$ cat config.mk
export PLATFORM = sky130hd
export DESIGN_NAME = branch_target_buffer
export DESIGN_NICKNAME = d
export VERILOG_FILES = /design/src/logic/branch_target_buffer.sv
export VERILOG_INCLUDE_DIRS = /design/src /design/src/include
export SDC_FILE = /design/constraint.sdc
export NUM_CORES = 2
export LEC_CHECK = 0
export ABC_CLOCK_PERIOD_IN_PS = 11170
export BUFFER_PORTS_ARGS = -buffer_cell sky130_fd_sc_hd__buf_2
export CORE_AREA = 2 2 451 453
export DETAILED_ROUTE_END_ITERATION = 8
export DIE_AREA = 0 0 453 455
export GPL_ROUTABILITY_DRIVEN = 1
export GPL_TIMING_DRIVEN = 0
export HOLD_SLACK_MARGIN = 0.06
export PLACE_DENSITY = 0.7
export SLEW_MARGIN = 5
export SYNTH_ARGS = -nofsm -noshare
export SYNTH_HDL_FRONTEND = slang
export SYNTH_SLANG_ARGS = --single-unit
$ cat constraint.sdc
create_clock -name clk -period 11.17 [get_ports clk]
set_input_delay 2.234 -clock clk [delete_from_list [all_inputs] [get_ports clk]]
set_output_delay 2.234 -clock clk [all_outputs]
set_load 0.005 [all_outputs]
$ cat src/include/bpred_settings.svh
`ifndef BPRED_SETTINGS_SVH
`define BPRED_SETTINGS_SVH

// global history length, sizes the gshare and chooser tables
`define BPRED_GHR_W 10

// per-PC local history table
`define BPRED_BHT_DEPTH 256
`define BPRED_BHT_IDX_W $clog2(`BPRED_BHT_DEPTH)

// local history length, sizes the local pattern table
`define BPRED_LHR_W 8

// direct-mapped target buffer
`define BPRED_BTB_DEPTH 64
`define BPRED_BTB_IDX_W $clog2(`BPRED_BTB_DEPTH)
`define BPRED_BTB_TAG_W 8

// weakly not taken, or weakly prefers local in the chooser
`define BPRED_CTR_INIT 2'b01

`endif

$ cat src/logic/branch_target_buffer.sv
`timescale 1ns/1ps
`include "bpred_settings.svh"

module branch_target_buffer (
    input  logic        clk,
    input  logic        rst,
    input  logic [31:0] lookup_pc_i,
    output logic        hit_o,
    output logic [31:0] target_o,
    input  logic        commit_valid_i,
    input  logic        commit_taken_i,
    input  logic [31:0] commit_pc_i,
    input  logic [31:0] commit_target_i
);

    localparam int IDX_LSB = 2;
    localparam int TAG_LSB = IDX_LSB + `BPRED_BTB_IDX_W;

    logic                       valid  [`BPRED_BTB_DEPTH];
    logic [`BPRED_BTB_TAG_W-1:0] tag    [`BPRED_BTB_DEPTH];
    logic [31:0]                target [`BPRED_BTB_DEPTH];

    logic [`BPRED_BTB_IDX_W-1:0] rd_idx;
    logic [`BPRED_BTB_TAG_W-1:0] rd_tag;
    logic [`BPRED_BTB_IDX_W-1:0] wr_idx;
    logic [`BPRED_BTB_TAG_W-1:0] wr_tag;
    logic                        wr_en;

    // index from bits 7:2, tag from the bits just above
    assign rd_idx = lookup_pc_i[IDX_LSB +: `BPRED_BTB_IDX_W];
    assign rd_tag = lookup_pc_i[TAG_LSB +: `BPRED_BTB_TAG_W];
    assign wr_idx = commit_pc_i[IDX_LSB +: `BPRED_BTB_IDX_W];
    assign wr_tag = commit_pc_i[TAG_LSB +: `BPRED_BTB_TAG_W];

    // only taken branches allocate
    assign wr_en = commit_valid_i & commit_taken_i;

    assign hit_o    = valid[rd_idx] && (tag[rd_idx] == rd_tag);
    assign target_o = target[rd_idx];

    always_ff @(posedge clk) begin
        if (rst) begin
            for (int i = 0; i < `BPRED_BTB_DEPTH; i++) begin
                valid[i] <= 1'b0;
            end
        end else if (wr_en) begin
            valid[wr_idx] <= 1'b1;
        end
    end

    // tag and target storage
    always_ff @(posedge clk) begin
        if (wr_en) begin
            tag[wr_idx]    <= wr_tag;
            target[wr_idx] <= commit_target_i;
        end
    end

endmodule

==> reports/qor.csv <==
stage;metric;value;unit
clocking;Resized Gates After CTS;0;
clocking;# H-tree levels;4;
global_route;grt met1 use;36.5;%
routing;via count;49835;
sta;final period utilization;79.6;%
routing;DRC viols;0;
clocking;# Post-CTS Setup Buffers;0;
global_route;Total GRT Usage;27.5;%
global_route;grt ovf;0;
cells_and_area;commonest non-fill, non-tap cell in the layout;edfxtp_1;
global_route;met3 Usage GRT;7.02;%
sta;Setup WS post-layout;2280;ps
synth;mean post-synth cell area;24.2;um^2
global_route;largest net degree at the start of global routing;65;
sta;post-route minimum period;8890;ps
global_route;initial antenna violation count;18;
power_and_ir_drop;peak supply drop;0.000175;V
routing;first-pass detailed-route iteration total;8;
routing;Initial DRC Count;8694;
sta;Final Hold Viols;0;
synth;area leader, netlist;edfxtp_1;
routing;Routed Antenna Nets;1;
synth;Synth async-reset ratio;0;%
run_status;status;finished, violations left;
synth;synthesized area;100000;um^2
job;Max-cap violations;0;
clocking;CTS tree;yes;
cells_and_area;Syn-to-layout area delta;14.6;%
sta;hold_ws;478;ps
sta;FMAX;112;MHz
sta;worst-margin pin slew;1430;ps
cells_and_area;Layout Cells excl Fill;7480;
floorplan;FP Rows;165;
setup_path;Setup crit end kind;output pin;
sta;TNS Setup;0;ps
power_and_ir_drop;total power draw;19.9;mW
sta;Setup Viol. Count Final;0;
cells_and_area;design area;115000;um^2
clocking;CTS buffer count;237;
placement;Place WS;2490;ps
cells_and_area;fraction of layout cells with a size suffix above 1;32.7;%
clocking;Post-CTS Hold Buffers;0;
clocking;Max clock buf depth;3;
power_and_ir_drop;Leak;35.4;nW
run_status;violated checks;antenna rules;
synth;count of different cell masters after synthesis;57;
cells_and_area;commonest non-fill, non-tap cells in the layout;edfxtp_1, mux4_2, clkbuf_16;
cells_and_area;final core occ;56.9;%
routing;routed len/inst;37.9;um
global_route;vias in the first global route;48359;
synth;sequential-to-total area share from yosys stat;78.1;%
placement;input/output buffers;89;
synth;area share of the largest cell type after synthesis;76.9;%
routing;WL final;284000;um
sta;fin. max-slew vios;0;
clocking;clk_lat worst skew;900;ps
floorplan;I/O Pins;133;
synth;Main synth FF type;edfxtp_1;
setup_path;Critical Path Fanout Max;10;
sta;Rel. slew slack;4.94;%
power_and_ir_drop;P per Cell Area;174;nW/um^2
synth;top cells by area in the synthesized netlist;edfxtp_1, mux4_2, dfxtp_1;
sta;RSZ-0062 raised after global routing;no;
floorplan;Die H;455;um
global_route;grt met2 use;43.5;%
clocking;root buf cell;clkbuf_16;
synth;Syn Inst Count;4134;
synth;post-synthesis register bit count;2624;
global_route;gr busiest metal;met2;
setup_path;WP data arrival;6660;ps
floorplan;Die Area;206000;um^2
floorplan;starting density of the core;49.7;%
setup_path;critical path required time;8940;ps
worst_hold_path;worst hold path type;reg -> reg;
setup_path;Crit Path Class;in -> out;
cells_and_area;FILL cells;13900;
clocking;CTS clk-pin slew, worst paths;60;ps
placement;post-DP HPWL;186000;um
synth;Syn. warnings;0;
placement;dpl cells;7024;
sta;Setup Skew;0;ps
placement;routability cong.;0.959;
routing;vias per cell;6.66;
setup_path;startpoint types;input port;
cells_and_area;Final nets;4691;
synth;Post-synth EDFFs;2560;
placement;Post-DP Area;107000;um^2
global_route;global-route wire length before repair;388000;um
floorplan;area of the core;201000;um^2
floorplan;Die Width;453;um
synth;syn_nets;4234;
clocking;clk sinks;2624;
[report_power, final]
part           total [mW]  switching [mW]  internal (mW)
registers            10.8         0.00894           10.8
logic                1.08           0.693          0.387
clock network        8.01            3.56           4.46
total                19.9            4.26           15.7
[path summary, 6_finish.rpt]
check,depth (start not counted),start,to,slack [ps]
setup / recovery,9,lookup_pc_i[7],target_o[4],2280
hold / removal,2,valid[59],valid[59],480
setup reg to reg,2,valid[54],valid[54],10460
hold reg to reg,2,valid[59],valid[59],480
[routing by layer]
layer | up-vias | wire length (um)
met5 | - | 202
met4 | 8 | 14700
met3 | 729 | 36100
met2 | 3898 | 135000
met1 | 26473 | 97700
li1 | 18727 | -
[state kept, by name, summed over array words and instances (netlist names)]
register / count
tag: 512
valid: 64
target: 2048
[layout make-up]
| cell class | count | area [um^2] | share of cell area, % |
|---|---|---|---|
| antenna | 13 | 32.5 | 0.0284 |
| buffer | 218 | 1110 | 0.972 |
| clock buffer | 299 | 6280 | 5.48 |
| clock inverter | 144 | 1330 | 1.16 |
| inverter | 4 | 15.0 | 0.0131 |
| multi-input combinational | 1288 | 21200 | 18.5 |
| sequential | 2624 | 78200 | 68.2 |
| tap | 2672 | 3340 | 2.92 |
| timing repair buffer | 218 | 3120 | 2.72 |
[synthesized netlist by cell type, types with 3 or more instances]
cell	number
a211oi_1	12
a21oi_1	8
a221o_1	3
a221oi_1	4
a22oi_1	12
a31oi_1	11
and2_1	9
and3_1	9
buf_1	25
buf_2	80
buf_4	20
buf_6	12
clkbuf_1	79
dfxtp_1	64
edfxtp_1	2560
inv_1	3
mux2_2	17
mux2i_1	45
mux4_2	792
nand2_1	53
nand2b_1	7
nand3_1	19
nand3b_1	3
nand4_1	5
nor2_1	184
nor2b_1	18
nor3_1	4
o21ai_0	5
o21ba_2	12
o221ai_1	6
o22ai_1	13
o31ai_1	3
or3_1	4
[critical path, cell delays in order]
cell and delay (ps):
buf_2 170, clkbuf_1 370, clkbuf_1 430, clkbuf_1 980, clkbuf_1 780, clkbuf_1 790
a211oi_1 290, a31oi_1 390, buf_2 180
[kinds of logic (layout without fill, tap and decap cells)]
| family | count (synthesis) | in the layout | synth area share, % |
|---|---|---|---|
| XOR/XNOR | 1 | 1 | 0.00876 |
| AND/OR/NAND/NOR | 322 | 322 | 1.41 |
| multiplexers | 854 | 854 | 18.5 |
| other | 0 | 13 | 0 |
| flip-flops | 2624 | 2624 | 78.1 |
| AO/OA/AOI/OAI | 111 | 111 | 0.842 |
| buffers and inverters | 222 | 883 | 1.12 |
No activity file was read; power rests on OpenSTA's default activity.
